--- config.mk ---
export PLATFORM = sky130hd
export DESIGN_NAME = mdu_decode
export DESIGN_NICKNAME = d
export VERILOG_FILES = /design/src/verilog/mdu_pkg.sv /design/src/verilog/mdu_decode.sv
export SDC_FILE = /design/constraint.sdc
export NUM_CORES = 1
export LEC_CHECK = 0
export CAP_MARGIN = 20
export CORE_AREA = 4 4 127 129
export CTS_CLUSTER_DIAMETER = 200
export DETAILED_ROUTE_END_ITERATION = 7
export DIE_AREA = 0 0 131 133
export DONT_BUFFER_PORTS = 1
export HOLD_SLACK_MARGIN = 0.12
export SKIP_LAST_GASP = 1
export SYNTH_ARGS = -nofsm -noshare
export SYNTH_HDL_FRONTEND = slang
export SYNTH_SLANG_ARGS = --single-unit
--- constraint.sdc ---
create_clock -name clk -period 3 [get_ports clk]
set_clock_uncertainty 0.05 [all_clocks]
set_input_delay 0.6 -clock clk [delete_from_list [all_inputs] [get_ports clk]]
set_output_delay 0.6 -clock clk [all_outputs]
set_load 0.005 [all_outputs]
--- src/verilog/mdu_pkg.sv ---
// Shared types and pipeline constants for the M-extension multiply/divide unit.
package mdu_pkg;

    // Operand and result width.
    localparam int XLEN = 32;

    // Registered groups in the restoring divider.
    localparam int DIV_STAGES = 4;

    // Quotient bits resolved per divider group.
    localparam int STEPS_PER_STAGE = XLEN / DIV_STAGES;

    // Decode register, divider group registers and output register.
    localparam int LATENCY = DIV_STAGES + 2;

    // Opcodes, encoded as the funct3 field of the M extension.
    typedef enum logic [2:0] {
        OP_MUL    = 3'b000,
        OP_MULH   = 3'b001,
        OP_MULHSU = 3'b010,
        OP_MULHU  = 3'b011,
        OP_DIV    = 3'b100,
        OP_DIVU   = 3'b101,
        OP_REM    = 3'b110,
        OP_REMU   = 3'b111
    } mdu_op_e;

    // One request on the input stream.
    typedef struct packed {
        mdu_op_e           op;
        logic [XLEN-1:0]   a;
        logic [XLEN-1:0]   b;
    } mdu_req_t;

    // Per-operation sideband that follows the divider data.
    typedef struct packed {
        mdu_op_e           op;
        // Negate the quotient magnitude.
        logic              neg_q;
        // Negate the remainder magnitude.
        logic              neg_r;
        logic              div_zero;
        // Original a, used as the remainder on a zero divisor.
        logic [XLEN-1:0]   dividend;
        // Low 64 bits of the product, filled in after decode.
        logic [2*XLEN-1:0] product;
    } mdu_side_t;

    // Restoring division working state.
    typedef struct packed {
        logic [XLEN-1:0]   divisor;
        logic [XLEN-1:0]   remainder;
        logic [XLEN-1:0]   quotient;
    } mdu_div_t;

endpackage

--- src/verilog/mdu_decode.sv ---
// First pipeline stage; decodes the opcode and registers multiplier and divider operands.
`timescale 1ns/1ps

module mdu_decode (
    input  logic                     clk,
    input  logic                     advance,
    input  mdu_pkg::mdu_req_t        in_req,
    output mdu_pkg::mdu_side_t       side,
    output mdu_pkg::mdu_div_t        div_state,
    output logic [mdu_pkg::XLEN:0]   mul_a,
    output logic [mdu_pkg::XLEN:0]   mul_b
);

    logic                     a_signed;
    logic                     b_signed;
    logic                     a_neg;
    logic                     b_neg;
    logic [mdu_pkg::XLEN-1:0] a_mag;
    logic [mdu_pkg::XLEN-1:0] b_mag;
    logic                     b_zero;
    mdu_pkg::mdu_side_t       side_d;
    mdu_pkg::mdu_div_t        div_d;

    // Operand a is signed for MULH, MULHSU, DIV and REM.
    assign a_signed = (in_req.op == mdu_pkg::OP_MULH)   ||
                      (in_req.op == mdu_pkg::OP_MULHSU) ||
                      (in_req.op == mdu_pkg::OP_DIV)    ||
                      (in_req.op == mdu_pkg::OP_REM);

    // Operand b is signed for MULH, DIV and REM only.
    assign b_signed = (in_req.op == mdu_pkg::OP_MULH) ||
                      (in_req.op == mdu_pkg::OP_DIV)  ||
                      (in_req.op == mdu_pkg::OP_REM);

    assign a_neg  = a_signed && in_req.a[mdu_pkg::XLEN-1];
    assign b_neg  = b_signed && in_req.b[mdu_pkg::XLEN-1];
    assign b_zero = (in_req.b == '0);

    // Magnitudes; the most negative value maps onto itself, read as unsigned.
    assign a_mag = a_neg ? (~in_req.a + 1'b1) : in_req.a;
    assign b_mag = b_neg ? (~in_req.b + 1'b1) : in_req.b;

    always_comb begin
        side_d          = '0;
        side_d.op       = in_req.op;
        // No sign flip on the all-ones quotient of a zero divisor.
        side_d.neg_q    = (a_neg ^ b_neg) && !b_zero;
        // Remainder takes the sign of the dividend.
        side_d.neg_r    = a_neg;
        side_d.div_zero = b_zero;
        side_d.dividend = in_req.a;
        div_d.divisor   = b_mag;
        div_d.remainder = a_mag;
        div_d.quotient  = '0;
    end

    always_ff @(posedge clk) begin
        if (advance) begin
            side      <= side_d;
            div_state <= div_d;
            // Sign or zero extension to 33 bits for one signed multiplier.
            mul_a     <= {a_neg, in_req.a};
            mul_b     <= {b_neg, in_req.b};
        end
    end

endmodule

# Yosys cells after proc, flatten, opt, wreduce, memory -nomap -nowiden
# Cells that the tools add are included.
[totals]
output_inout_bits = 264
in_bits = 69
elab_cells = 30
ff_bits = 168
[classes]
mux = 2
n_eq_ne = 4
n_reduce_logical = 10
n_addsub = 2
bitwise = 3
[ops]
columns = ["op", "count"]
rows = [
  ["32-bit by 1-bit adder with 32-bit output, second input constant", 2],
  ["32-bit two-way mux", 2],
  ["32-bit NOT", 2],
  ["32-bit zero test", 1],
  ["3-bit == test, second input constant", 2],
  ["1-bit logical OR", 5],
  ["3-bit by 1-bit == test with 1-bit output, second input constant", 1],
  ["3-bit by 2-bit == test with 1-bit output, second input constant", 1],
  ["1-bit logical AND", 3],
  ["1-bit zero test", 1],
  ["1-bit XOR", 1],
]

# Depth between registers and ports, before layout
[depth]
word_depth = 7
mapped_depth = 7
mapped_depth_nobuf = 7

# Worst setup path before layout
# Ideal clock, no wire load.
[synth_path]
path_type = "in2reg"
from = "in in_req[42] in the netlist's numbering"
to = "reg div_state[61] in the netlist's numbering, data pin"
t_arrival_ps = 2590
slack_ps = 99
cell_stages = 6
t_required_ps = 2689
cell_sequence = "or4_1 or4_4 or4_4 buf_6 o41ai_4 xnor2_1"
[synth_via]
elab_chain_len = 3
[synth_lines]
columns = ["item", "line_no", "rtl"]
rows = [
  ["start: declaration", "mdu_decode.sv:7", "input mdu_pkg::mdu_req_t in_req,"],
  ["32-bit NOT", "mdu_decode.sv:40", "assign a_mag = a_neg ? (~in_req.a + 1'b1) : in_req.a;"],
  ["32-bit by 1-bit adder with 32-bit output", "mdu_decode.sv:40", ""],
  ["32-bit two-way mux", "mdu_decode.sv:40", ""],
  ["named net a_mag (one bit)", "mdu_decode.sv:18", "logic [mdu_pkg::XLEN-1:0] a_mag;"],
  ["end signal: assignment", "mdu_decode.sv:60", "div_state <= div_d;"],
  ["end: declaration", "mdu_decode.sv:9", "output mdu_pkg::mdu_div_t div_state,"],
]
# The timed path passes the listed nets, and every way through them passes these cells.
# A chain may end at the register's enable or synchronous reset.

# Final worst setup path
# Ends and elaborated chain as after synthesis.

==> reports/qor.txt <==
share of post-route cells with drive strength above 1 -> 0.0947
Residual DRC -> 0
area grow syn2layout -> 4.07%
total core area -> 15000 um^2
initial antenna violation count -> 0
Final Slew Violations -> 0
ratio of final minimum period to clock period -> 0.837
pwr dens -> 706 nW/um^2
Routed WL -> 13.0 mm
num rows -> 45
Yosys reg bits -> 133
met1 usage -> 0.156
Max IR drop VDD -> 0.381 mV
status -> completed
RSZ-0062 raised after global routing -> no
Critical Path Source -> in_req[42]
Die Span Y -> 133 um
number of port buffers -> 0
initial drt markers -> 113
Clock Pin Slew Worst Setup and Hold Paths -> 60 ps
CP max FO -> 6
Post-Syn Area -> 6390 um^2
Post-CTS Hold Buffers -> 0
CTS tree -> built
CTS resizes -> 0
Final min period -> 2510 ps
top achievable clock speed -> 398 MHz
Synthesis Warnings -> 0
clock buffer depth -> 2
largest net degree at the start of global routing -> 134
biggest area consumer among synthesized cells -> edfxtp_1
post-DP HPWL -> 9.60 mm
total power -> 4.69 mW
final setup fails -> 0
DR WL/cell -> 19.2 um
first-pass GRT wire length -> 18.8 mm
Die X -> 131 um
Worst EP required -> 3110 ps
Die ar. -> 17400 um^2
CTS root buffer -> clkbuf_16
GRT overflow -> 0
Hold WC Path Type -> in -> reg
Initial Utilization -> 0.425
sequential-to-total area share from yosys stat -> 0.625
critical path class -> in -> reg
Antenna diodes -> 0
via density per instance -> 4.80
Synth area leaders -> edfxtp_1 (63%), buf_4 (15%), xor2_1 (4.1%)
Sink Count -> 133
CP endpoint kind -> flop
WP data arrival -> 2620 ps
RePlAce Congestion -> 0.758
M3 GR Usage -> 0.0771
Slew Limit Headroom -> 0.648
Netlist cell types -> 36
Final nets -> 544
H-tree levels -> 4
final count of hold timing violations -> 0
setup TNS -> 0 ps
Worst Setup Start Kind -> primary input
Avg Cell Area, Syn -> 13.2 um^2
Post-CTS Setup Bufs -> 0
Total GRT Usage -> 0.146
total CTS buffers -> 17
max-cap violations -> 0
Leak -> 2.44 nW
number of global-route vias before repair -> 3197
Post-Syn Instances -> 485
I/O pin cnt -> 333
worst-margin pin slew -> 524 ps
Pre-antenna DRT Iters -> 4
met2 track utilization from global routing -> 0.240
post-synth top area share -> 0.625
global routing's busiest layer -> met2
Critical Path End -> div_state[61]
Routed Antenna Nets -> 0
via count -> 3232
post-layout util -> 0.442
==> area by class of cell <==
| type | instances | area [um^2] |
|---|---|---|
| Clock inverter | 15 | 178 |
| Clock buffer | 17 | 425 |
| Timing Repair Buffer | 10 | 75.1 |
| Sequential cell | 133 | 3990 |
| Multi-Input combinational cell | 298 | 1690 |
| Tap cell | 188 | 235 |
| Fill cell | 1333 | 8380 |
| Inverter | 13 | 48.8 |
==> sequential cells by signal, indices dropped and copies added (netlist names) <==
name	cells
div_state	63
side	37
mul_b	32
mul_a	1
==> stage by stage <==
stage                     hold slack (ps)  worst slack, ps  area, um^2  std cells
after floorplan                       649             98.5        6750        580
after global placement                649             42.8        6050        642
after detailed placement              649             40.3        6050        642
after CTS                             207              485        6650        674
after global routing                  204              444        6650        674
final                                 222              489        6650        674
==> synthesized netlist by cell type <==
cell type / number
xnor2_1: 29
o21ai_0: 11
nor3_1: 14
xor2_1: 30
buf_1: 1
o41ai_4: 1
a21oi_1: 16
o21a_1: 1
ha_1: 2
nor3b_1: 2
or2_2: 2
nand2_1: 16
clkinv_1: 1
nor4_1: 6
o211ai_1: 1
and2_1: 3
mux2i_1: 1
a31oi_1: 6
nand3_1: 2
o21ai_1: 2
o41ai_2: 1
inv_1: 12
nor2_1: 29
buf_6: 1
nand4b_1: 1
o31ai_1: 8
buf_4: 131
or4_1: 5
edfxtp_1: 133
nand2b_1: 5
or4_4: 2
conb_1: 1
clkbuf_1: 3
or3_1: 2
o41ai_1: 3
nand3b_1: 1
==> routing by layer <==
metal,wire (um),up-vias
met1,4550,1540
li1,-,1465
met5,0,-
met2,6670,206
met4,244,0
met3,1500,21
==> cells in the final DEF (no fill, tap or decap), types with 5 or more instances in the layout <==
cell type,n
nor4_1,6
o31ai_1,8
inv_1,12
nand2b_1,5
buf_4,10
conb_1,96
xnor2_1,29
a21oi_1,16
a31oi_1,6
clkbuf_16,17
nand2_1,16
or4_1,5
edfxtp_1,133
o21ai_0,11
nor3_1,14
nor2_1,29
xor2_1,30
==> worst min path at each step <==
stage,cells after the start,start,endpoint
2_1_floorplan,0,in_req[0],div_state[64]
3_3_place_gp,0,in_req[65],side[100]
3_5_place_dp,0,in_req[65],side[100]
4_1_cts,0,in_req[15],mul_b[15]
5_1_grt,0,in_req[15],mul_b[15]
6_report,0,in_req[15],mul_b[15]
==> worst max-delay path, stage by stage <==
cell and delay [ps]:
or4_1 560, or4_4 460, or4_4 600, o41ai_4 320, xnor2_1 90
==> logic make-up after synthesis <==
kind of cell    after synthesis  synth area share
buf+inv                     149             0.166
flops                       133             0.625
simple gates                 90            0.0709
xor+xnor                     59            0.0809
compound gates               50            0.0513
fa+ha+maj                     2           0.00392
other cells                   1          0.000587
mux                           1           0.00157
==> report_power, final <==
group / internal, mW / switching (mW) / leakage [nW]
Sequential: 2.26 / 0.119 / 1.30
Combinational: 0.0834 / 0.115 / 0.853
Clock: 1.31 / 0.802 / 0.286
No activity file was read; power rests on OpenSTA's default activity.
