[src/verilog/mdu_pkg.sv]
// Shared types and pipeline constants for the M-extension multiply/divide unit.
package mdu_pkg;

    // Operand and result width.
    localparam int XLEN = 32;

    // Registered groups in the restoring divider.
    localparam int DIV_STAGES = 4;

    // Quotient bits resolved per divider group.
    localparam int STEPS_PER_STAGE = XLEN / DIV_STAGES;

    // Decode register, divider group registers and output register.
    localparam int LATENCY = DIV_STAGES + 2;

    // Opcodes, encoded as the funct3 field of the M extension.
    typedef enum logic [2:0] {
        OP_MUL    = 3'b000,
        OP_MULH   = 3'b001,
        OP_MULHSU = 3'b010,
        OP_MULHU  = 3'b011,
        OP_DIV    = 3'b100,
        OP_DIVU   = 3'b101,
        OP_REM    = 3'b110,
        OP_REMU   = 3'b111
    } mdu_op_e;

    // One request on the input stream.
    typedef struct packed {
        mdu_op_e           op;
        logic [XLEN-1:0]   a;
        logic [XLEN-1:0]   b;
    } mdu_req_t;

    // Per-operation sideband that follows the divider data.
    typedef struct packed {
        mdu_op_e           op;
        // Negate the quotient magnitude.
        logic              neg_q;
        // Negate the remainder magnitude.
        logic              neg_r;
        logic              div_zero;
        // Original a, used as the remainder on a zero divisor.
        logic [XLEN-1:0]   dividend;
        // Low 64 bits of the product, filled in after decode.
        logic [2*XLEN-1:0] product;
    } mdu_side_t;

    // Restoring division working state.
    typedef struct packed {
        logic [XLEN-1:0]   divisor;
        logic [XLEN-1:0]   remainder;
        logic [XLEN-1:0]   quotient;
    } mdu_div_t;

endpackage

[src/verilog/mdu_multiplier.sv]
// Registered 33x33 signed multiplier covering MUL, MULH, MULHSU and MULHU.
`timescale 1ns/1ps

module mdu_multiplier (
    input  logic                       clk,
    input  logic                       advance,
    input  mdu_pkg::mdu_op_e           op,
    input  logic [mdu_pkg::XLEN:0]     mul_a,
    input  logic [mdu_pkg::XLEN:0]     mul_b,
    output logic [2*mdu_pkg::XLEN-1:0] product
);

    logic                              is_mul;
    logic signed [2*mdu_pkg::XLEN-1:0] full;

    // Multiply opcodes all have funct3 bit 2 clear.
    assign is_mul = (op == mdu_pkg::OP_MUL)    ||
                    (op == mdu_pkg::OP_MULH)   ||
                    (op == mdu_pkg::OP_MULHSU) ||
                    (op == mdu_pkg::OP_MULHU);

    // Extended operands make every variant one signed product.
    // Only the low 64 of the 66 product bits are ever used.
    // Synthesis infers the multiplier array.
    assign full = $signed(mul_a) * $signed(mul_b);

    // Product register.
    // Held on divide ops to save toggling, result picks quotient or remainder then.
    always_ff @(posedge clk) begin
        if (advance && is_mul) begin
            product <= full;
        end
    end

endmodule

[config.mk]
export PLATFORM = sky130hd
export DESIGN_NAME = mdu_multiplier
export DESIGN_NICKNAME = d
export VERILOG_FILES = /design/src/verilog/mdu_pkg.sv /design/src/verilog/mdu_multiplier.sv
export SDC_FILE = /design/constraint.sdc
export NUM_CORES = 2
export LEC_CHECK = 0
export BUFFER_PORTS_ARGS = -buffer_cell sky130_fd_sc_hd__buf_2
export CAP_MARGIN = 15
export CORE_UTILIZATION = 40
export CTS_BUF_LIST = sky130_fd_sc_hd__clkbuf_2
export CTS_CLUSTER_SIZE = 10
export DETAILED_ROUTE_END_ITERATION = 6
export SLEW_MARGIN = 10
export SYNTH_ARGS = -nofsm -noshare
export SYNTH_HDL_FRONTEND = slang
export SYNTH_SLANG_ARGS = --single-unit
[constraint.sdc]
create_clock -name clk -period 22.1 [get_ports clk]
set_clock_uncertainty 0.15 [all_clocks]
set_input_delay 4.42 -clock clk [delete_from_list [all_inputs] [get_ports clk]]
set_output_delay 4.42 -clock clk [all_outputs]
set_load 0.02 [all_outputs]
; Word-level counts from Yosys, hierarchy flattened
; Cells that the tools add are included.
[word_totals]
in_bits = 71
out_inout_bits = 64
reg_bits = 64
[classes]
mul = 1
reduce_logical = 5
eq_ne = 3
[op_table]
columns = cell, count
row1 = $mul A33 B33 Y64, 1
row2 = $eq A3 B2 Y1 const B, 2
row3 = $eq A3 B1 Y1 const B, 1
row4 = $logic_not A3 Y1, 1
row5 = $logic_or A1 B1 Y1, 3
row6 = $logic_and A1 B1 Y1, 1

; Logic depth before layout (Yosys ltp)
[depth]
word_depth = 5
mapped_depth = 29
ltp_nobuf = 27

; Worst setup path after synthesis
; No wires, ideal clock.
[synth_path]
kind = input-to-reg
startpoint = in mul_a[32] (netlist name)
endpoint = reg product[63] (netlist name) (data pin)
t_required_ps = 21690
arrival_ps = 11649
n_path_buf = 1
cell_stages = 28
slack_ps = 10041
cell_sequence = clkbuf_1 > nand2_1 > inv_1 > fa_1 > inv_1 > fa_1 > inv_1 > fa_1 > inv_1 > fa_1 > inv_1 > fa_1 > fa_1 > fa_1 > inv_1 > fa_1 > inv_1 > ha_1 > a21o_1 > a21o_1 > a221oi_2 > o221ai_1 > a211oi_2 > a31oi_1 > a221o_1 > a2111oi_2 > o21ai_1 > xnor2_1
[synth_between]
elab_chain_cells = 1
[synth_lines]
columns = item, line
row1 = from (decl), mdu_multiplier.sv:8  ; input logic [mdu_pkg::XLEN:0] mul_a,
row2 = $mul A33 B33 Y64, mdu_multiplier.sv:25  ; assign full = $signed(mul_a) * $signed(mul_b);
row3 = "named net full, one bit", mdu_multiplier.sv:14  ; logic signed [2*mdu_pkg::XLEN-1:0] full;
row4 = to (signal assigned), mdu_multiplier.sv:31  ; product <= full;
row5 = to (decl), mdu_multiplier.sv:10  ; output logic [2*mdu_pkg::XLEN-1:0] product
; The timed path passes the listed nets, and every way through them passes these cells.
; A chain may end at the register's enable or synchronous reset.

; Final worst setup path
[layout_path]
startpoint = in mul_b[7] (netlist name)
endpoint = reg product[56] (netlist name) (data pin)
[layout_between]
elab_chain_cells = 1
[layout_lines]
columns = item, line
row1 = from (decl), mdu_multiplier.sv:9  ; input logic [mdu_pkg::XLEN:0] mul_b,
row2 = $mul A33 B33 Y64, mdu_multiplier.sv:25
row3 = "named net full, one bit", mdu_multiplier.sv:14
; The timed path passes the listed nets, and every way through them passes these cells.

==> results <==
- In this run the cell area of the synthesized design comes to 40000 um^2.
- The critical hold path startpoint is mul_b[0].
- The die height is around 320 um.
- The routed layout has 27746 vias.
- The dominant cell by count in the synthesized netlist is sky130_fd_sc_hd__fa_1.
- In the final layout, the registers with the most flip-flops are product (64).
- For this design the top-level I/O count stands at 135.
- In the final design database the tool counted 5570 nets.
- Setup repair after global routing left no endpoint under its margin.
- The number of antenna violations at the first check in global routing is 7.
- The total number of yosys warnings is 0.
- After global routing the overflow that remains totals 0.
- The maximum frequency from static timing analysis is about 73 MHz.
- In the routed layout, each cell is associated on average with a via count of 5.08.
- The endpoint kind of the worst setup timing path is a flip-flop.
- Before CTS, the worst setup slack after placement is 7.61 ns.
- The worst pin sits at a relative slew slack of 0.305.
- The biggest area contributor in the post-synthesis netlist is sky130_fd_sc_hd__fa_1.
- The count of nets left with antenna violations after detail routing is 0.
- The wire length after detailed routing is 110000 um.
- The detailed router finished its first iteration with between 1500 and 2000 violations.
- The number of different library cells used by synthesis comes to 49.
- The floorplan step defined a die boundary enclosing roughly 100000 um^2.
- The setup TNS is 0 ns.
- After detailed routing, the average wire length per cell comes to 20.1 um.
- The number of resized instances in the post-cts repair step is 0.
- In the routed design, unresolved DRC markers number 0.
- The number of hold buffers added after CTS was 0.
- The tool flagged a number of max-cap violations equal to 0.
- Relative to the synthesized area, the layout overhead comes to 4.85%.
- The share of synthesized area in the top cell type comes to 0.563.
- The maximum fanout along the worst path is 33.
- The cell row count is 115.
- Clock-pin slew was measured on the worst setup and hold paths at ~0.22 ns.
- The run finished with clean final reports.
- In this run the post-CTS setup repair buffer count came out at 0.
- By count the netlist is led by sky130_fd_sc_hd__fa_1 (1125), sky130_fd_sc_hd__inv_1 (1094), sky130_fd_sc_hd__nand2_1 (554), sky130_fd_sc_hd__and2_1 (544), sky130_fd_sc_hd__ha_1 (212).
- At the worst endpoint, the required time is 22.55 ns.
- The worst hold path belongs to the class input port to flip-flop.
- The maximum count of clock buffers along a single path is 2.
- The peak per-stage delay on the critical path is 0.86 ns.
- The number of nets in the synthesized netlist is 5592.
- The count of pins over their slew limit is 0.
- Data on the critical path arrives at its endpoint at 14.14 ns.
- The count of final setup violators is 0.
- In this run, synthesis inferred 64 flip-flops with an integrated enable.
- The TritonCTS clock tree is done.
- Entering global routing, the biggest net connects 65 pins.
- In the final layout, the share of cells above drive strength 1 is 0.0482.
- The global-route wire length before repair is about 180000 um.
- Setup slack closes at 8.41 ns.
- Of the synthesized area, sequential elements account for 0.0480.
- The clock tree synthesis step divided the H-tree into 3 levels.
- The flip-flop count of the largest register after layout is 64.
- In this run the horizontal extent of the chip is 318 um.
- Ranked by total cell area, the synthesized netlist is headed by sky130_fd_sc_hd__fa_1 (56%), sky130_fd_sc_hd__inv_1 (10%), sky130_fd_sc_hd__and2_1 (8.5%), sky130_fd_sc_hd__ha_1 (6.6%), sky130_fd_sc_hd__nand2_1 (5.2%).
- The congestion estimate from routability-driven global placement came to around 0.88.
- By instance count, the cell type seen most on the critical path is sky130_fd_sc_hd__fa_1.
- The total area inside the core boundary comes to between 90000 and 100000 um^2.
- The number of global-route vias before repair was 30468.
- The synthesized instance count is 4184.
- The wire-length estimate of the detail-placed layout is 81200 um.
- At the pin with the least slew margin, the transition time is 1.03 ns.
- For this configuration, the core starts out at a cell density of 0.405.
- The critical-path cell with the highest stage delay is sky130_fd_sc_hd__nor4_1.
- In the synthesized netlist the async set-or-reset flop fraction comes to 0.
- Counting every sink on the clock net gives 64.
- The tree is rooted in a sky130_fd_sc_hd__clkbuf_2.
- Subtracting the final worst setup slack from the clock period gives 13.69 ns.
- For this run, the leading register cell type out of synthesis is sky130_fd_sc_hd__edfxtp_1.
- The per-instance average area after synthesis is 9.56 um^2.
- The critical path class is input port to flip-flop.
- The total count of hold-check failures in the final report is 0.
- In the global route stage, overall resource usage came out at 0.228.
- The critical path startpoint category is an input port.
- The launch point of the worst path is mul_b[7].
- Dividing the final minimum period by the clock period gives 0.619.
- The quantity of I/O buffers inserted on ports is between 100 and 150.
- The count of TritonRoute iterations in the first routing pass is 5.
- Counting flops per register, the top entry is product.
- The number of buffers added by the clock tree synthesis step is 9.
- In this run, synthesis produced a sequential element count of 64.
[final timing paths]
| kind | slack (ns) | end | cells past startpoint |
|---|---|---|---|
| setup / recovery | 8.41 | product[56] | 25 |
| hold / removal | 4.18 | product[0] | 2 |
[layout by cell type, fill, tap and decap left out, types with 6 or more instances in the layout]
cell type / n
sky130_fd_sc_hd__a21o_1: 26
sky130_fd_sc_hd__a31oi_1: 6
sky130_fd_sc_hd__xnor2_1: 55
sky130_fd_sc_hd__o21a_1: 6
sky130_fd_sc_hd__a21oi_1: 59
sky130_fd_sc_hd__nand2_1: 554
sky130_fd_sc_hd__o21ai_0: 29
sky130_fd_sc_hd__buf_4: 45
sky130_fd_sc_hd__and3_1: 7
sky130_fd_sc_hd__and2_1: 544
sky130_fd_sc_hd__nand2b_1: 15
sky130_fd_sc_hd__o211ai_1: 6
sky130_fd_sc_hd__edfxtp_1: 64
sky130_fd_sc_hd__diode_2: 7
sky130_fd_sc_hd__fa_1: 1125
sky130_fd_sc_hd__xor2_1: 21
sky130_fd_sc_hd__nand4_1: 10
sky130_fd_sc_hd__inv_1: 1094
sky130_fd_sc_hd__ha_1: 212
sky130_fd_sc_hd__clkbuf_2: 11
sky130_fd_sc_hd__buf_2: 132
sky130_fd_sc_hd__nand3_1: 9
sky130_fd_sc_hd__nor2b_1: 29
sky130_fd_sc_hd__o21bai_1: 9
sky130_fd_sc_hd__nor2_1: 44
sky130_fd_sc_hd__a211oi_1: 7
[kinds of logic after synthesis]
group                      Yosys count  synth area share
and+or+nand+nor                   1223             0.154
adders and majority gates         1337             0.629
DFF                                 64            0.0480
buffers and inverters             1304             0.123
xor gates and xnor gates            76            0.0166
AOI/OAI and AO/OA                  180            0.0297
[cell type report]
type / count / area, um^2
Fill cell: 9871 / 56800
Multi-Input combinational cell: 2816 / 33200
Inverter: 1094 / 4110
Sequential cell: 64 / 1920
Tap cell: 1287 / 1610
Timing Repair Buffer: 177 / 998
Clock buffer: 11 / 55.1
Clock inverter: 4 / 46.3
Antenna cell: 7 / 17.5
[routing by layer]
metal / share of wire / global-route usage / vias up
met5: 0.00010 / 0 / -
met4: 0.035 / 0.0734 / 2
met3: 0.054 / 0.0289 / 213
met2: 0.51 / 0.400 / 881
met1: 0.40 / 0.292 / 14828
li1: - / - / 11822
[per-stage QoR]
stage / utilization / hold WS [ns] / instance area [um^2] / std cells
after floorplan: - / 4.47 / 40000 / 4184
after global placement: 0.424 / 4.71 / 41800 / 5438
after detailed placement: 0.424 / 4.71 / 41800 / 5438
after CTS: 0.425 / 4.10 / 41900 / 5453
after global routing: 0.425 / 4.12 / 41900 / 5458
final: 0.425 / 4.18 / 41900 / 5460
[critical path, delay by kind of cell]
family                   cells  cell delay (ns)
AND/OR/NAND/NOR              5             1.81
AO/OA/AOI/OAI                5             2.23
XOR/XNOR                     1             0.10
buffers and inverters        5             0.98
adder cells (fa/ha/maj)      9             4.60
Power is not shown: default switching activity piles up to over one toggle a cycle in this logic, so the estimate is an artifact.
