$ cat config.mk
export PLATFORM = sky130hd
export DESIGN_NAME = mdu_div_pipe
export DESIGN_NICKNAME = d
export VERILOG_FILES = /design/src/verilog/mdu_pkg.sv /design/src/verilog/mdu_div_pipe.sv /design/src/verilog/mdu_div_step.sv
export SDC_FILE = /design/constraint.sdc
export NUM_CORES = 2
export LEC_CHECK = 0
export BUFFER_PORTS_ARGS = -buffer_cell sky130_fd_sc_hd__buf_4
export CAP_MARGIN = 30
export CORE_ASPECT_RATIO = 0.75
export CORE_MARGIN = 3
export CORE_UTILIZATION = 62
export CTS_CLUSTER_DIAMETER = 80
export CTS_CLUSTER_SIZE = 14
export DETAILED_ROUTE_END_ITERATION = 8
export PLACE_DENSITY = 0.9
export SYNTH_ARGS = -nofsm -noshare
export SYNTH_HDL_FRONTEND = slang
export SYNTH_HIERARCHICAL = 1
export SYNTH_SLANG_ARGS = --single-unit
$ cat constraint.sdc
create_clock -name clk -period 25.2 [get_ports clk]
set_clock_uncertainty 0.15 [all_clocks]
set_input_delay 5.04 -clock clk [delete_from_list [all_inputs] [get_ports clk]]
set_output_delay 5.04 -clock clk [all_outputs]
set_load 0.1 [all_outputs]
$ cat src/verilog/mdu_pkg.sv
// Shared types and pipeline constants for the M-extension multiply/divide unit.
package mdu_pkg;

    // Operand and result width.
    localparam int XLEN = 32;

    // Registered groups in the restoring divider.
    localparam int DIV_STAGES = 4;

    // Quotient bits resolved per divider group.
    localparam int STEPS_PER_STAGE = XLEN / DIV_STAGES;

    // Decode register, divider group registers and output register.
    localparam int LATENCY = DIV_STAGES + 2;

    // Opcodes, encoded as the funct3 field of the M extension.
    typedef enum logic [2:0] {
        OP_MUL    = 3'b000,
        OP_MULH   = 3'b001,
        OP_MULHSU = 3'b010,
        OP_MULHU  = 3'b011,
        OP_DIV    = 3'b100,
        OP_DIVU   = 3'b101,
        OP_REM    = 3'b110,
        OP_REMU   = 3'b111
    } mdu_op_e;

    // One request on the input stream.
    typedef struct packed {
        mdu_op_e           op;
        logic [XLEN-1:0]   a;
        logic [XLEN-1:0]   b;
    } mdu_req_t;

    // Per-operation sideband that follows the divider data.
    typedef struct packed {
        mdu_op_e           op;
        // Negate the quotient magnitude.
        logic              neg_q;
        // Negate the remainder magnitude.
        logic              neg_r;
        logic              div_zero;
        // Original a, used as the remainder on a zero divisor.
        logic [XLEN-1:0]   dividend;
        // Low 64 bits of the product, filled in after decode.
        logic [2*XLEN-1:0] product;
    } mdu_side_t;

    // Restoring division working state.
    typedef struct packed {
        logic [XLEN-1:0]   divisor;
        logic [XLEN-1:0]   remainder;
        logic [XLEN-1:0]   quotient;
    } mdu_div_t;

endpackage

$ cat src/verilog/mdu_div_pipe.sv
// Chain of restoring division steps in registered groups, sideband kept in step.
`timescale 1ns/1ps

module mdu_div_pipe (
    input  logic               clk,
    input  logic               advance,
    input  mdu_pkg::mdu_div_t  div_in,
    input  mdu_pkg::mdu_side_t side_in,
    output mdu_pkg::mdu_div_t  div_out,
    output mdu_pkg::mdu_side_t side_out
);

    // Division state between steps.
    mdu_pkg::mdu_div_t  chain [mdu_pkg::XLEN+1];

    // Sideband at the start of each group.
    mdu_pkg::mdu_side_t side_chain [mdu_pkg::DIV_STAGES];

    assign chain[0] = div_in;

    // Step i resolves quotient bit XLEN-1-i, MSB first.
    // First step of every later group carries the register.
    generate
        for (genvar i = 0; i < mdu_pkg::XLEN; i++) begin : g_step
            mdu_div_step #(
                .bit_index (mdu_pkg::XLEN - 1 - i),
                .has_reg   ((i != 0) && (i % mdu_pkg::STEPS_PER_STAGE == 0))
            ) step_i (
                .clk     (clk),
                .advance (advance),
                .d       (chain[i]),
                .q       (chain[i+1])
            );
        end
    endgenerate

    assign div_out = chain[mdu_pkg::XLEN];

    // Group 0 shares the sideband entering the pipe.
    assign side_chain[0] = side_in;

    // One sideband register per group register above.
    generate
        for (genvar g = 1; g < mdu_pkg::DIV_STAGES; g++) begin : g_side
            always_ff @(posedge clk) begin
                if (advance) begin
                    side_chain[g] <= side_chain[g-1];
                end
            end
        end
    endgenerate

    // Sideband of the op now leaving the last step.
    assign side_out = side_chain[mdu_pkg::DIV_STAGES-1];

endmodule

$ cat src/verilog/mdu_div_step.sv
// One restoring division step resolving a single quotient bit, optionally registered.
`timescale 1ns/1ps

module mdu_div_step #(
    // Quotient bit resolved here.
    parameter int bit_index = 0,
    // Pipeline register on the input.
    parameter bit has_reg   = 1'b0
) (
    input  logic              clk,
    input  logic              advance,
    input  mdu_pkg::mdu_div_t d,
    output mdu_pkg::mdu_div_t q
);

    mdu_pkg::mdu_div_t          r;
    logic [2*mdu_pkg::XLEN-1:0] shifted;
    logic                       divisible;

    generate
        if (has_reg) begin : g_reg
            always_ff @(posedge clk) begin
                if (advance) begin
                    r <= d;
                end
            end
        end else begin : g_comb
            assign r = d;
        end
    endgenerate

    always_comb begin
        // Double width so divisor bits shifted past XLEN still count.
        shifted    = {{mdu_pkg::XLEN{1'b0}}, r.divisor} << bit_index;
        divisible  = {{mdu_pkg::XLEN{1'b0}}, r.remainder} >= shifted;
        q          = r;
        if (divisible) begin
            q.remainder = r.remainder - shifted[mdu_pkg::XLEN-1:0];
        end
        // Quotient starts at zero, so or-ing in the bit sets it.
        q.quotient = r.quotient | ({{(mdu_pkg::XLEN-1){1'b0}}, divisible} << bit_index);
    end

endmodule

* After elaboration in Yosys (flattened, before gate mapping)
Index checks and enable logic that the tools add are counted.
Word-level totals: bits in registers 594, latch bits 0, RAM bits 0, bits in read-only memories 0, input bits 200, output and inout port bits 198, logic and storage cells 155, memories kept 0
Operators by class: $add $sub $neg 32, multipliers 0, divide/modulo/power cells 0, magnitude comparators 32, equality and inequality tests 0, shift operators 0, multiplexer cells 32, bitwise gates (word level) 32, reductions and logical operators 0
Operators with widths (number):
- $mux 32 | 32
- $sub 32x32->32 | 32
- $ge 32x63->1 | 1
- $ge 32x62->1 | 1
- $ge 32x61->1 | 1
- $ge 32x60->1 | 1
- $ge 32x59->1 | 1
- $ge 32x58->1 | 1
- $ge 32x57->1 | 1
- $ge 32x56->1 | 1
- $ge 32x55->1 | 1
- $ge 32x54->1 | 1
- $ge 32x53->1 | 1
- $ge 32x52->1 | 1
- $ge 32x51->1 | 1
- $ge 32x50->1 | 1
- $ge 32x49->1 | 1
- $ge 32x48->1 | 1
- $ge 32x47->1 | 1
- $ge 32x46->1 | 1
- $ge 32x45->1 | 1
- $ge 32x44->1 | 1
- $ge 32x43->1 | 1
- $ge 32x42->1 | 1
- other kinds (42) | 42

* Longest topological paths before layout
depth after elaboration 16, gate-level depth with buffers 91, mapped depth without buffers 76

* Hierarchy
Netlist, hierarchy kept.
By module, submodules not included:
- mdu_div_pipe | times used 1, cells each 408, area an instance 9954.5 um2, seq. area each 9188.8 um2
- mdu_div_step at g_step[24].step_i | times used 1, cells each 444, area an instance 5132.4 um2, seq. area each 2882.8 um2
- mdu_div_step at g_step[16].step_i | times used 1, cells each 336, area an instance 4683.2 um2, seq. area each 2882.8 um2
- mdu_div_step at g_step[8].step_i | times used 1, cells each 276, area an instance 4145.2 um2, seq. area each 2882.8 um2
- mdu_div_step at g_step[30].step_i | times used 1, cells each 369, area an instance 2731.4 um2, seq. area each 0.0 um2
- mdu_div_step at g_step[31].step_i | times used 1, cells each 421, area an instance 2731.4 um2, seq. area each 0.0 um2
- mdu_div_step at g_step[29].step_i | times used 1, cells each 387, area an instance 2628.8 um2, seq. area each 0.0 um2
- mdu_div_step at g_step[25].step_i | times used 1, cells each 353, area an instance 2568.7 um2, seq. area each 0.0 um2
- mdu_div_step at g_step[28].step_i | times used 1, cells each 349, area an instance 2516.2 um2, seq. area each 0.0 um2
- mdu_div_step at g_step[27].step_i | times used 1, cells each 375, area an instance 2507.4 um2, seq. area each 0.0 um2
- mdu_div_step at g_step[26].step_i | times used 1, cells each 356, area an instance 2314.7 um2, seq. area each 0.0 um2
- mdu_div_step at g_step[23].step_i | times used 1, cells each 316, area an instance 2274.7 um2, seq. area each 0.0 um2
- mdu_div_step at g_step[20].step_i | times used 1, cells each 293, area an instance 2170.8 um2, seq. area each 0.0 um2
- mdu_div_step at g_step[21].step_i | times used 1, cells each 303, area an instance 2133.3 um2, seq. area each 0.0 um2
- 19 more rows

* Least setup slack after synthesis
No wires, ideal clock.
path type register -> output, from reg g_step[24].step_i/r[56] in the netlist's numbering, to out div_out[35] in the netlist's numbering, data arrival time 19.182 ns, required time 20.010 ns, slack 0.828 ns, cell stages (with the launch flop) 81, path buffers 13, cells stage by stage edfxtp_1 ha_1 buf_6 a21oi_1 o21ai_0 a221o_1 a311o_1 o221ai_2 buf_6 buf_6 o21ai_0 fa_1 a211oi_1 o21bai_1 o211a_1 nor3_1 nand3b_1 nand2_2 (+45 left out) o31ai_1 o211ai_2 nand4_2 a221oi_4 buf_6 mux2i_1 inv_1 fa_1 nand2b_1 a21oi_1 o21ai_2 o311ai_2 a21oi_2 a211oi_2 nor2b_2 buf_4 buf_6 o31ai_1
RTL lines:
- from (decl) | line mdu_div_step.sv:16 | mdu_pkg::mdu_div_t r;
- from (signal assigned) | line mdu_div_step.sv:24 | r <= d;
- to (decl) | line mdu_div_pipe.sv:9 | output mdu_pkg::mdu_div_t div_out,

==> metrics.md <==
| Metric | Value |
|---|---|
| Status | `completed` |
| Setup crit end kind | `output pin` |
| DR vias | `roughly 54000` |
| Most common cell after layout, fill and taps aside | `buf_4` |
| CP Data Arrival Time | `a little under 20000 ps` |
| Power Density | `63.7 mW/mm²` |
| Layout cell share with drive strength beyond 1 | `between 20 and 25%` |
| Antenna Violating Nets Remaining | `0` |
| Hold Crit Class | `register to register` |
| Clk sinks | `594` |
| Post-Syn Nets | `9509` |
| Port Buffers | `a little under 400` |
| I/O Pins | `just under 400` |
| Worst Max-Slew Pin Slew | `1060 ps` |
| Final setup violation count | `0` |
| Leak pwr | `a little under 30 nW` |
| Average size of a mapped cell | `a little under 9 µm²` |
| Max frequency | `slightly above 40 MHz` |
| Clock Power Share | `17.3%` |
| Met1 usage | `roughly 40%` |
| Synthesized flop and latch total | `between 500 and 600` |
| Most frequent cells in the layout | `922 x buf_4, 673 x inv_1, 594 x edfxtp_1` |
| Total negative setup slack | `0 ps` |
| Required time of the critical path | `~20000 ps` |
| Internal power | `roughly 2.4 mW` |
| Critical Path Fanout Max | `13` |
| Family with the most delay on the worst path | `compound AO/OA/AOI/OAI gates` |
| Main synth FF type | `edfxtp_1` |
| Die Y | `310 µm` |
| Die area | `~0.13 mm²` |
| Final Hold Fails | `0` |
| Routability cong. | `between 1 and 1.5` |
| Max Cap Viol | `0` |
| Vias/cell | `a little over 6` |
| Area of the multi-input gates | `roughly 0.036 mm²` |
| Yosys cell types | `~150` |
| FP Rows | `between 100 and 150` |
| DP HPWL | `~150000 µm` |
| Tot GR Track Use | `between 20% and 30%` |
| Initial antenna violation count | `5` |
| Startpoint types | `register` |
| Sequential power share | `slightly below 30%` |
| FF/Latch Area | `0.0178 mm²` |
| Routed WL | `around 190000 µm` |
| Min Tclk post-route | `24660 ps` |
| Residual overflow from global routing | `0` |
| Synth-to-layout area growth | `-12.0%` |
| YS warnings | `6` |
| Met2 Use GR | `about two fifths` |
| CTS Buf Count | `a little over 50` |
| Slew Limit Fails | `0` |
| Crit path max-delay cell type | `or4_4` |
| Core box area | `approximately 0.12 mm²` |
| CP Buf/Inv Count | `16` |
| Final worst-path cycle share | `between 90% and 100%` |
| Hold slack | `about 250 ps` |
| Total net switching power | `1.86 mW` |
| Initial core utilization | `a little over three fifths` |
| Vias in the first global route | `just under 50000` |
| Largest net degree at the start of global routing | `about 180` |
| Clock Root Buffer | `clkbuf_16` |
| Final net count | `a little under 8000` |
| Wirelength per Cell | `around 22 µm` |
| Mapped Cells | `8750` |
| Max_slew headroom | `around 29%` |
| DIE WIDTH | `411 µm` |
| Worst-skew pair later-pin latency | `~660 ps` |
| Post-synth EDFFs | `about 590` |
| GR Util met3 | `7.26%` |
| Fill cell count | `between 10000 and 15000` |
| Part of the power in combinational logic | `around 54%` |
| DR pass1 iterations | `9` |
| Global-route wire length before repair | `about 280000 µm` |
| GRT busiest layer | `met1` |
| Clock-pin slew on the worst setup and hold paths | `~70 ps` |
| Max IR drop VDD | `0.000184 V` |
| DR iter-0 viols | `approximately 7100` |
| TritonCTS clock tree | `yes` |
| Net Sw Frac | `a little over two fifths` |
| Clock Path Buffers | `3` |
| Crit path kind | `register to output pin` |
| Number of diodes | `0` |
| Async set-reset flop share out of synthesis | `0%` |
| Sequential element share of the synthesized area | `a little under a quarter` |
| CP max stage delay | `590 ps` |
| Residual DRC | `0` |
| CTS HTree Levels | `2` |
| Post-Syn Area | `0.0764 mm²` |
## worst reg2reg max path: cells and delay by family (launching register included)
family	cells	cell delay [ps]
AOI/OAI and AO/OA	36	12290
adders and majority gates	8	3560
buffers and inverters	6	1480
DFF	1	890
muxes	7	2850
and+or+nand+nor	9	2070
## through the flow
stage          cells  util [%]  worst slack [ps]  power (mW)  instance area (µm²)
2_1_floorplan   8750         -               828        3.12                76400
3_3_place_gp    8532      53.5               737        3.41                64800
3_5_place_dp    8534      53.5               105        3.46                64800
4_1_cts         8610      54.9              19.1        4.22                66400
5_1_grt         8639      55.5             -74.3        4.50                67300
6_report        8639      55.5               537        4.29                67300
## area by class of cell
| class | count | share of cell area (%) |
|---|---|---|
| multi-input combinational | 4723 | 53.4 |
| timing repair buffer | 958 | 11.1 |
| tap | 1624 | 3.02 |
| sequential | 594 | 26.5 |
| inverter | 675 | 3.77 |
| clock buffer | 55 | 1.92 |
| clock inverter | 10 | 0.253 |
## flip-flops by register name, summed over array words and instances, names as in the netlist
name,flops
g_step.step_i/r,192
side_chain,204
g_step.step_i/q,96
side_out,102
## path summary, 6_finish.rpt
check                                from  slack [ps]                       to  cells past startpoint
setup / recovery  g_step[24].step_i/r[54]         540              div_out[62]                     80
setup reg to reg  g_step[16].step_i/q[69]        1620  g_step[24].step_i/r[50]                     66
hold reg to reg   g_step[16].step_i/r[24]         250  g_step[24].step_i/r[24]                      0
hold / removal    g_step[16].step_i/r[24]         250  g_step[24].step_i/r[24]                      0
## power groups by stage
stage / Clock [mW] / Sequential [mW] / Combinational, mW
floorplan: 0 / 1.21 / 1.91
finish: 0.739 / 1.25 / 2.30
detailed placement: 0 / 1.27 / 2.19
CTS: 0.762 / 1.24 / 2.21
global route: 0.796 / 1.25 / 2.45
global placement: 0 / 1.26 / 2.15
## logic make-up after synthesis
| group | Yosys count | synth area share, % |
|---|---|---|
| buffers and inverters | 3436 | 30.3 |
| XOR/XNOR | 379 | 4.34 |
| AO/OA/AOI/OAI | 1653 | 14.7 |
| adder cells (fa/ha/maj) | 559 | 9.46 |
| multiplexers | 322 | 5.34 |
| AND/OR/NAND/NOR | 1807 | 12.4 |
| flip-flops | 594 | 23.3 |
## per-layer routing
layer / part of all wire [%] / up-vias
met1: 44 / 25354
met4: 3.2 / 4
met5: 0.014 / -
met3: 12 / 463
met2: 41 / 3197
li1: - / 24495
## Yosys cell counts, drive strengths merged (30+ instances only)
master     n  share of area (%)
o21bai    39               0.38
and3      38               0.32
mux2i     44               0.58
nor3     114               0.77
o21ai    405                2.8
o21a      79               0.79
nand4    122                1.0
nand3    127               0.86
xnor2    241                2.8
nor2b     71               0.62
nand2    512                2.5
o211ai    47               0.49
ha       528                8.6
buf     2710                 27
nor4b     31               0.43
a21oi    488                3.3
mux2     278                4.8
xor2     138                1.6
o31ai     59               0.74
or3       30               0.26
edfxtp   594                 23
a31oi     65               0.64
clkbuf    51               0.26
a21o     160                1.6
fa        31               0.81
nand2b    86               0.71
nor4     203                1.8
nor2     334                1.7
a211oi    48               0.52
inv      675                3.3
## repair_timing
action / 4_1_cts / 5_1_grt
cloned: 1 / 4
buffers inserted: 10 / 19
pin swaps: 3 / 27
hold buffers: 0 / 0
gates resized for setup: 6 / 117
endpoints found under the setup margin: 33 / 33
Power figures use the tool's default switching activity.
