<file path="src/verilog/mdu_pkg.sv">
// Shared types and pipeline constants for the M-extension multiply/divide unit.
package mdu_pkg;

    // Operand and result width.
    localparam int XLEN = 32;

    // Registered groups in the restoring divider.
    localparam int DIV_STAGES = 4;

    // Quotient bits resolved per divider group.
    localparam int STEPS_PER_STAGE = XLEN / DIV_STAGES;

    // Decode register, divider group registers and output register.
    localparam int LATENCY = DIV_STAGES + 2;

    // Opcodes, encoded as the funct3 field of the M extension.
    typedef enum logic [2:0] {
        OP_MUL    = 3'b000,
        OP_MULH   = 3'b001,
        OP_MULHSU = 3'b010,
        OP_MULHU  = 3'b011,
        OP_DIV    = 3'b100,
        OP_DIVU   = 3'b101,
        OP_REM    = 3'b110,
        OP_REMU   = 3'b111
    } mdu_op_e;

    // One request on the input stream.
    typedef struct packed {
        mdu_op_e           op;
        logic [XLEN-1:0]   a;
        logic [XLEN-1:0]   b;
    } mdu_req_t;

    // Per-operation sideband that follows the divider data.
    typedef struct packed {
        mdu_op_e           op;
        // Negate the quotient magnitude.
        logic              neg_q;
        // Negate the remainder magnitude.
        logic              neg_r;
        logic              div_zero;
        // Original a, used as the remainder on a zero divisor.
        logic [XLEN-1:0]   dividend;
        // Low 64 bits of the product, filled in after decode.
        logic [2*XLEN-1:0] product;
    } mdu_side_t;

    // Restoring division working state.
    typedef struct packed {
        logic [XLEN-1:0]   divisor;
        logic [XLEN-1:0]   remainder;
        logic [XLEN-1:0]   quotient;
    } mdu_div_t;

endpackage

</file>
<file path="src/verilog/mdu_result.sv">
// Final stage; sign-corrects the divider output, picks the result and registers it.
`timescale 1ns/1ps

module mdu_result (
    input  logic                     clk,
    input  logic                     advance,
    input  mdu_pkg::mdu_div_t        div_in,
    input  mdu_pkg::mdu_side_t       side_in,
    output logic [mdu_pkg::XLEN-1:0] out_result
);

    logic [mdu_pkg::XLEN-1:0] quot;
    logic [mdu_pkg::XLEN-1:0] rem;
    logic [mdu_pkg::XLEN-1:0] result_d;

    // Quotient.
    // MIN / -1 lands on MIN here with no special handling.
    always_comb begin
        if (side_in.div_zero) begin
            quot = '1;
        end else if (side_in.neg_q) begin
            quot = ~div_in.quotient + 1'b1;
        end else begin
            quot = div_in.quotient;
        end
    end

    // Remainder, with the dividend's sign.
    always_comb begin
        if (side_in.div_zero) begin
            rem = side_in.dividend;
        end else if (side_in.neg_r) begin
            rem = ~div_in.remainder + 1'b1;
        end else begin
            rem = div_in.remainder;
        end
    end

    // Result select.
    always_comb begin
        case (side_in.op)
            mdu_pkg::OP_MUL:    result_d = side_in.product[mdu_pkg::XLEN-1:0];
            mdu_pkg::OP_MULH,
            mdu_pkg::OP_MULHSU,
            mdu_pkg::OP_MULHU:  result_d = side_in.product[2*mdu_pkg::XLEN-1:mdu_pkg::XLEN];
            mdu_pkg::OP_DIV,
            mdu_pkg::OP_DIVU:   result_d = quot;
            default:            result_d = rem;
        endcase
    end

    // Output register, frozen while the consumer stalls.
    always_ff @(posedge clk) begin
        if (advance) begin
            out_result <= result_d;
        end
    end

endmodule

</file>
<file path="config.mk">
export PLATFORM = sky130hd
export DESIGN_NAME = mdu_result
export DESIGN_NICKNAME = d
export VERILOG_FILES = /design/src/verilog/mdu_pkg.sv /design/src/verilog/mdu_result.sv
export SDC_FILE = /design/constraint.sdc
export NUM_CORES = 1
export LEC_CHECK = 0
export ABC_AREA = 1
export BUFFER_PORTS_ARGS = -buffer_cell sky130_fd_sc_hd__buf_2
export CORE_MARGIN = 5
export CORE_UTILIZATION = 45
export CTS_CLUSTER_DIAMETER = 50
export DETAILED_ROUTE_END_ITERATION = 10
export PLACE_DENSITY = 0.91
export SLEW_MARGIN = 40
export SYNTH_ARGS = -nofsm -noshare
export SYNTH_HDL_FRONTEND = slang
export SYNTH_SLANG_ARGS = --single-unit
</file>
<file path="constraint.sdc">
create_clock -name clk -period 3.8 [get_ports clk]
set_clock_uncertainty 0.2 [all_clocks]
set_input_delay 0.38 -clock clk [delete_from_list [all_inputs] [get_ports clk]]
set_output_delay 0.38 -clock clk [all_outputs]
set_load 0.02 [all_outputs]
</file>
# == Word-level counts from Yosys, hierarchy flattened ==
# Cells that the tools add are included.
# Widths: inputs -> output; s select.
# totals
input_bits,200
ff_bits,32
out_inout_bits,32
elab_cells,18
# op_classes
n_mux,5
addsub,2
eq_ne,5
reduce_logical,3
bitwise,2
# ops
cell,count
$mux 32,4
$pmux 32 s3,1
$add 32x1->32 const B,2
$not 32->32,2
$eq 3x2->1 const B,2
$eq 3x3->1 const B,2
$eq 3x1->1 const B,1
$logic_not 3->1,1
$reduce_or 3->1,1
$reduce_or 2->1,1

# == Logic depth before layout (Yosys ltp) ==
# Gate-level depths: netlist of the first run.
# logic_depth
word_depth,5
ltp_mapped,11

# == Least setup slack after synthesis of the first run ==
# No wires, ideal clock.
# synth_path
path_type,input-to-reg
startpoint,input div_in[0] in the netlist's numbering
endpoint,register out_result[14] in the netlist's numbering (data pin)
t_arrival_ps,1395
setup_slack_ps,1949
setup_time_ps,256
cell_stages,10
path_buffers,0
path_cell_list,inv_1 ha_1 nand3_2 nor2_2 nand2_2 nand2_4 or2_1 nand3_1 a21oi_1 nand2_1
# synth_via
elab_chain_cells,5
# synth_rtl
element,line_no,rtl
from (decl),mdu_result.sv:7,"input mdu_pkg::mdu_div_t div_in,"
$not 32->32,mdu_result.sv:22,quot = ~div_in.quotient + 1'b1;
$add 32x1->32,mdu_result.sv:22,
$mux 32,mdu_result.sv:21,end else if (side_in.neg_q) begin
$mux 32,mdu_result.sv:19,if (side_in.div_zero) begin
$pmux 32 s3,mdu_result.sv:41,case (side_in.op)
"via result_d, one bit",mdu_result.sv:14,logic [mdu_pkg::XLEN-1:0] result_d;
to (signal assigned),mdu_result.sv:55,out_result <= result_d;
to (decl),mdu_result.sv:9,output logic [mdu_pkg::XLEN-1:0] out_result
# The timed path passes the listed nets, and every way through them passes these cells.
# A chain may end at the register's enable or synchronous reset.

# == Final worst setup path of the first run ==
# layout_path
startpoint,input div_in[32] in the netlist's numbering
endpoint,register out_result[20] in the netlist's numbering (data pin)
# layout_via
elab_chain_cells,5
# layout_rtl
element,line_no,rtl
$not 32->32,mdu_result.sv:33,rem = ~div_in.remainder + 1'b1;
$add 32x1->32,mdu_result.sv:33,
$mux 32,mdu_result.sv:32,end else if (side_in.neg_r) begin
$mux 32,mdu_result.sv:30,if (side_in.div_zero) begin
$pmux 32 s3,mdu_result.sv:41,
"via result_d, one bit",mdu_result.sv:14,
# The timed path passes the listed nets, and every way through them passes these cells.

==> results of run 1 <==
[cell usage after synthesis (3+ instances only)]
master and n:
nor2_1 117, a21o_1 5, nand2_2 14, inv_1 55
o211ai_1 7, nand3_1 86, buf_2 17, a22o_1 25
nor2_4 5, nand4_1 6, a21oi_1 19, nor2_2 15
o21ai_0 37, clkbuf_1 6, nand2_1 187, nand3b_1 10
o21ai_1 3, nand3_2 4, o31ai_1 3, nor3_1 4
xnor2_1 5, edfxtp_1 32, nand2_4 3, xor2_1 6
or2_1 3
[report_power, final]
group          internal (mW)  total (mW)  switching, mW
sequential             0.438       0.450         0.0118
clock                  0.191       0.334          0.143
combinational          0.196       0.515          0.319
[kinds of logic (layout without fill, tap and decap cells)]
kind of cell	Yosys count	in the layout
buf+inv	86	270
compound gates	107	107
flops	32	32
xor+xnor	12	12
fa+ha+maj	2	2
simple gates	455	455
[final cells by class]
| cell class | count | area [sq um] | share of cell area |
|---|---|---|---|
| multi-input cells | 576 | 2890 | 0.540 |
| repair buffers | 205 | 1040 | 0.195 |
| flip-flops and latches | 32 | 961 | 0.180 |
| inverters | 57 | 216 | 0.0404 |
| well taps | 111 | 139 | 0.0260 |
| clock buffers | 5 | 68.8 | 0.0129 |
| clock inverters | 3 | 37.5 | 0.00701 |
[path summary, 6_finish.rpt]
| check | startpoint | to | slack (ns) | cells past startpoint |
|---|---|---|---|---|
| worst max-delay path | div_in[32] | out_result[20] | 1.77 | 12 |
| worst min-delay path | side_in[32] | out_result[0] | 0.19 | 3 |
[metal layers]
layer / GRT usage / up-vias / routed length, um
met3: 0.0530 / 20 / 1480
met1: 0.320 / 2327 / 6120
met2: 0.437 / 277 / 7450
met5: 0 / - / 0
met4: 0.0575 / 0 / 289
li1: - / 2679 / -
[tightest hold or removal path, delay by kind of cell]
family,cells,cell delay [ns]
buf+inv,1,0.07
simple gates,2,0.12
[cells in the final DEF, fill, tap and decap left out, types with 7 or more instances in the layout]
cell type	n
a21oi_1	19
nor2_1	115
buf_2	199
nand3_1	86
nand2_1	187
inv_1	55
o21ai_0	37
nor2_2	17
edfxtp_1	32
nand2_2	14
nand3b_1	10
a22o_1	25
o211ai_1	7
[metrics by stage]
stage	cell area (sq um)	util
floorplan	4240	-
global placement	5240	0.569
detailed placement	5250	0.570
CTS	5350	0.582
global route	5350	0.582
finish	5350	0.582
==> flow_metrics.tcl, run 1 <==
set metrics [dict create \
    htree_levels 2 \
    area_growth_pct 26.2 \
    maxCapViolations 0 \
    root_buffer "clkbuf_8" \
    synth_cell_types 40 \
    grt_pass1_vias 4779 \
    critical_path_class "in2reg" \
    min_period_over_period 0.533 \
    yosys.area.top_type "edfxtp_1" \
    path_cells "buf_2, inv_1, ha_1, nand2_2, nor2_4, nand2_2, nand2_4, nand2_2, nand2_1, nand2_1, o21ai_1, nand3b_1" \
    hold_path.class "in2reg" \
    fin_setup_tns_ns 0 \
    regMostFlops "out_result" \
    setup_ws_ns 1.77 \
    setup_viol 0 \
    core_area_sq_mm 0.00920 \
    cts_tree "done" \
    die_area_sq_mm 0.0115 \
    finalMaxSlewViolations 0 \
    ys_ff_latch 32 \
    cts_setup_buffers 0 \
    arrival_ns 1.86 \
    drt-vias-per-instance 5.36 \
    fmax_mhz 494 \
    num_vias 5303 \
    path_buf_inv 2 \
    grt_setup_unrepaired "false" \
    clk_pin_slew_ns 0.07 \
    synth_ff_type "edfxtp_1" \
    holdBufCountCts 0 \
    stdcell_count 989 \
    io-pin-count 232 \
    synth_top_family_by_area "simple AND/OR/NAND/NOR gates" \
    cp-end-kind "register" \
    p_leak_nw 2.59 \
    finalWirelength_um 15300 \
    synth_top_area_frac 0.227 \
    synth-xor-area-share 0.0266 \
    drc 0 \
    die_x_um 107 \
    synth-simple-area-share 0.482 \
    worstMarginPinSlew_ns 0.794 \
    largest_register_ffs 32 \
    final.min_clock_period_ns 2.03 \
    synth_mux_area_frac 0 \
    grt_pass1_wl_um 22900 \
    cts_num_sinks 32 \
    hold_viol_final 0 \
    grt.overflow.total 0 \
    cts_resized 0 \
    dieHeight_um 107 \
    outcome "complete, no violations" \
    yosys.area_share.adder 0.00590 \
    synth-edff-count 32 \
    slowest_delay_ns 0.25 \
    cp_slowest_cell "o21ai_1" \
    gp_congestion 0.954 \
    synth_compound_area_frac 0.164 \
    crit_top_cell "nand2_2" \
    worstPathRequired_ns 3.63 \
    drt_iter0_markers 398 \
    ir_drop_mv 0.162 \
    drive_gt1_frac 0.296 \
    firstDrtPassIters 5 \
    syn_area_sq_mm 0.00424 \
    syn-num-nets 896 \
    crit_family "simple AND/OR/NAND/NOR gates" \
    synth_area_leaders "edfxtp_1 (23%), nand2_1 (17%), nor2_1 (10%), nand3_1 (10%), a22o_1 (5.2%)" \
    wl_per_cell_um 15.5 \
    ant_nets 0 \
    io_buffers 199 \
    fin_nets 1079 \
    fillers 939 \
    seq_area_frac_synth 0.227 \
    grt_antenna_before_repair 0 \
    clk_path_buf_depth 2 \
    reg_top3 "out_result x32" \
    hold_ws_ns 0.190 \
    cts-buffers-inserted 5 \
    cp_max_fo 5 \
    antenna_cells 0 \
    p_total_mw 1.30 \
    syn_avg_cell_area_sq_um 6.11 \
    pre_cts_slack_ns 1.44 \
    cp-start-kind "primary input" \
    dp_hpwl_um 12500 \
    grt_max_degree 67 \
    async_flop_share 0 \
    yosys_warnings 0 \
    grt_usage 0.252 \
    synthCells 694 \
    power.density_mw_per_mm2 243 \
    start_util 0.461 \
    rows 35 \
    placedCellCount 981 \
    slew_headroom 0.471 \
]
Power figures use the tool's default switching activity.
==> inputs of run 2 (changes only) <==
==> constraint.sdc (replaced) <==
create_clock -name clk -period 2.1 [get_ports clk]
set_clock_uncertainty 0.2 [all_clocks]
set_input_delay 0.21 -clock clk [delete_from_list [all_inputs] [get_ports clk]]
set_output_delay 0.21 -clock clk [all_outputs]
set_load 0.02 [all_outputs]
==> run 2 against run 1 <==
Compared with the run above: sequential share of layout area shrank 0.37 points; via count up 1.0%; critical path depth decreased by 2; sequential cell count unchanged; non-clock buffer count increased by 5; global-route usage rose by 0.42 points; wire length grew 0.42%; die area is the same; count of clock-buffer cells in the layout unchanged; worst setup slack worse by 1.4 ns; critical path type unchanged; highest routed layer is now met5.
==> flow_metrics.tcl, run 2 (synthesis results as in run 1) <==
set metrics [dict create \
    outcome "complete, no violations" \
    grt_usage 0.256 \
    fin_area_sq_mm 0.00546 \
    ir_drop_mv 0.337 \
    cts_num_sinks 32 \
    drc 0 \
    cts-buffers-inserted 5 \
    io_buffers 199 \
    gp_congestion 0.958 \
    grt_max_degree 48 \
    fmax_mhz 569 \
    cts_setup_buffers 0 \
    pre_cts_slack_ns 0.0672 \
    whs_path_depth 3 \
    p_int_mw 1.52 \
    dp_hpwl_um 12700 \
    critical_path_class "in2reg" \
    finalMaxSlewViolations 0 \
    root_buffer "clkbuf_8" \
    hold_path.class "in2reg" \
    rows 35 \
    min_to "out_result[3]" \
    finalWirelength_um 15400 \
    regMostFlops "out_result" \
    drt_iter0_markers 327 \
    p_sw_uw 867 \
    utilization 0.594 \
    switching_share 0.363 \
    p_leak_nw 2.63 \
    crit_start "div_in[0]" \
    grt.overflow.total 0 \
    clockPowerShare 0.259 \
    antenna_cells 0 \
    placed_area_sq_mm 0.00535 \
    cp-end-kind "register" \
    cts_resized 0 \
    power.density_mw_per_mm2 438 \
    holdBufCountCts 0 \
    cp_max_fo 4 \
    worstMarginPinSlew_ns 0.772 \
    die_x_um 107 \
    die_area_sq_mm 0.0115 \
    setup_viol 0 \
    grt_setup_unrepaired "false" \
    cp-start-kind "primary input" \
    power_frac_seq 0.342 \
    area_growth_pct 28.8 \
    p_comb_frac 0.399 \
    wl_per_cell_um 15.5 \
    layout_commonest_cell "buf_2" \
    io-pin-count 232 \
    reg_top3 "out_result x32" \
    cts_tree "done" \
    slew_headroom 0.484 \
    final.min_clock_period_ns 1.76 \
    fin_setup_tns_ns 0 \
    setup_ws_ns 0.343 \
    clk_pin_slew_ns 0.08 \
    grt_pass1_wl_um 23300 \
    htree_levels 2 \
    maxCapViolations 0 \
    clk_path_buf_depth 2 \
    grt_pass1_vias 4842 \
    firstDrtPassIters 8 \
    largest_register_ffs 32 \
    final_cell_mix "buf_2 (199), nand2_1 (187), nor2_1 (115), nand3_1 (86), inv_1 (55)" \
    fin_nets 1084 \
    hold_viol_final 0 \
    core_area_sq_mm 0.00920 \
    arrival_ns 1.60 \
    drive_gt1_frac 0.302 \
    grt_antenna_before_repair 1 \
    drt-vias-per-instance 5.39 \
    p_total_mw 2.39 \
    dieHeight_um 107 \
    num_vias 5356 \
    worstPathRequired_ns 1.94 \
    ant_nets 0 \
    min_period_over_period 0.837 \
    start_util 0.461 \
    hold_path.startpoint "side_in[35]" \
]
-- run 2: worst max-delay path by stage --
stage / end / slack, ns
floorplan: out_result[14] / 0.42
global placement: out_result[12] / -0.02
detailed placement: out_result[24] / 0.07
CTS: out_result[24] / 0.38
global route: out_result[14] / 0.22
finish: out_result[24] / 0.34
-- run 2: metal layers --
layer  up-vias  GRT usage  wire (um)
li1       2690          -          -
met1      2345      0.311       6070
met2       277      0.441       7310
met3        42     0.0524       1430
met4         2      0.102        578
met5         -          0         13
-- run 2: cell type report --
| class | instances | area (sq um) |
|---|---|---|
| fill | 913 | 3730 |
| multi-input combinational | 576 | 2890 |
| timing repair buffer | 210 | 1140 |
| sequential | 32 | 961 |
| inverter | 57 | 214 |
| tap | 111 | 139 |
| clock buffer | 5 | 68.8 |
| clock inverter | 3 | 46.3 |
-- run 2: critical path: stages --
cell and delay, ns:
buf_2 0.11, inv_1 0.07, ha_1 0.20, nand3_2 0.13, nor2_1 0.18, nand2_1 0.07
nand2_1 0.14, a21oi_1 0.08, o21ai_0 0.29, nand3b_1 0.11
-- run 2: per-stage QoR --
step	hold WS [ns]	std cells
2_1_floorplan	0.122	694
3_3_place_gp	0.304	986
3_5_place_dp	0.316	986
4_1_cts	0.000375	994
5_1_grt	0.0149	994
6_report	0.0129	994
-- run 2: power by group through the flow --
stage	registers, mW	clock network, mW	logic (mW)
floorplan	0.919	0	0.450
global placement	0.828	0	0.935
detailed placement	0.830	0	0.948
CTS	0.817	0.637	0.952
global route	0.823	0.654	1.05
finish	0.817	0.619	0.955
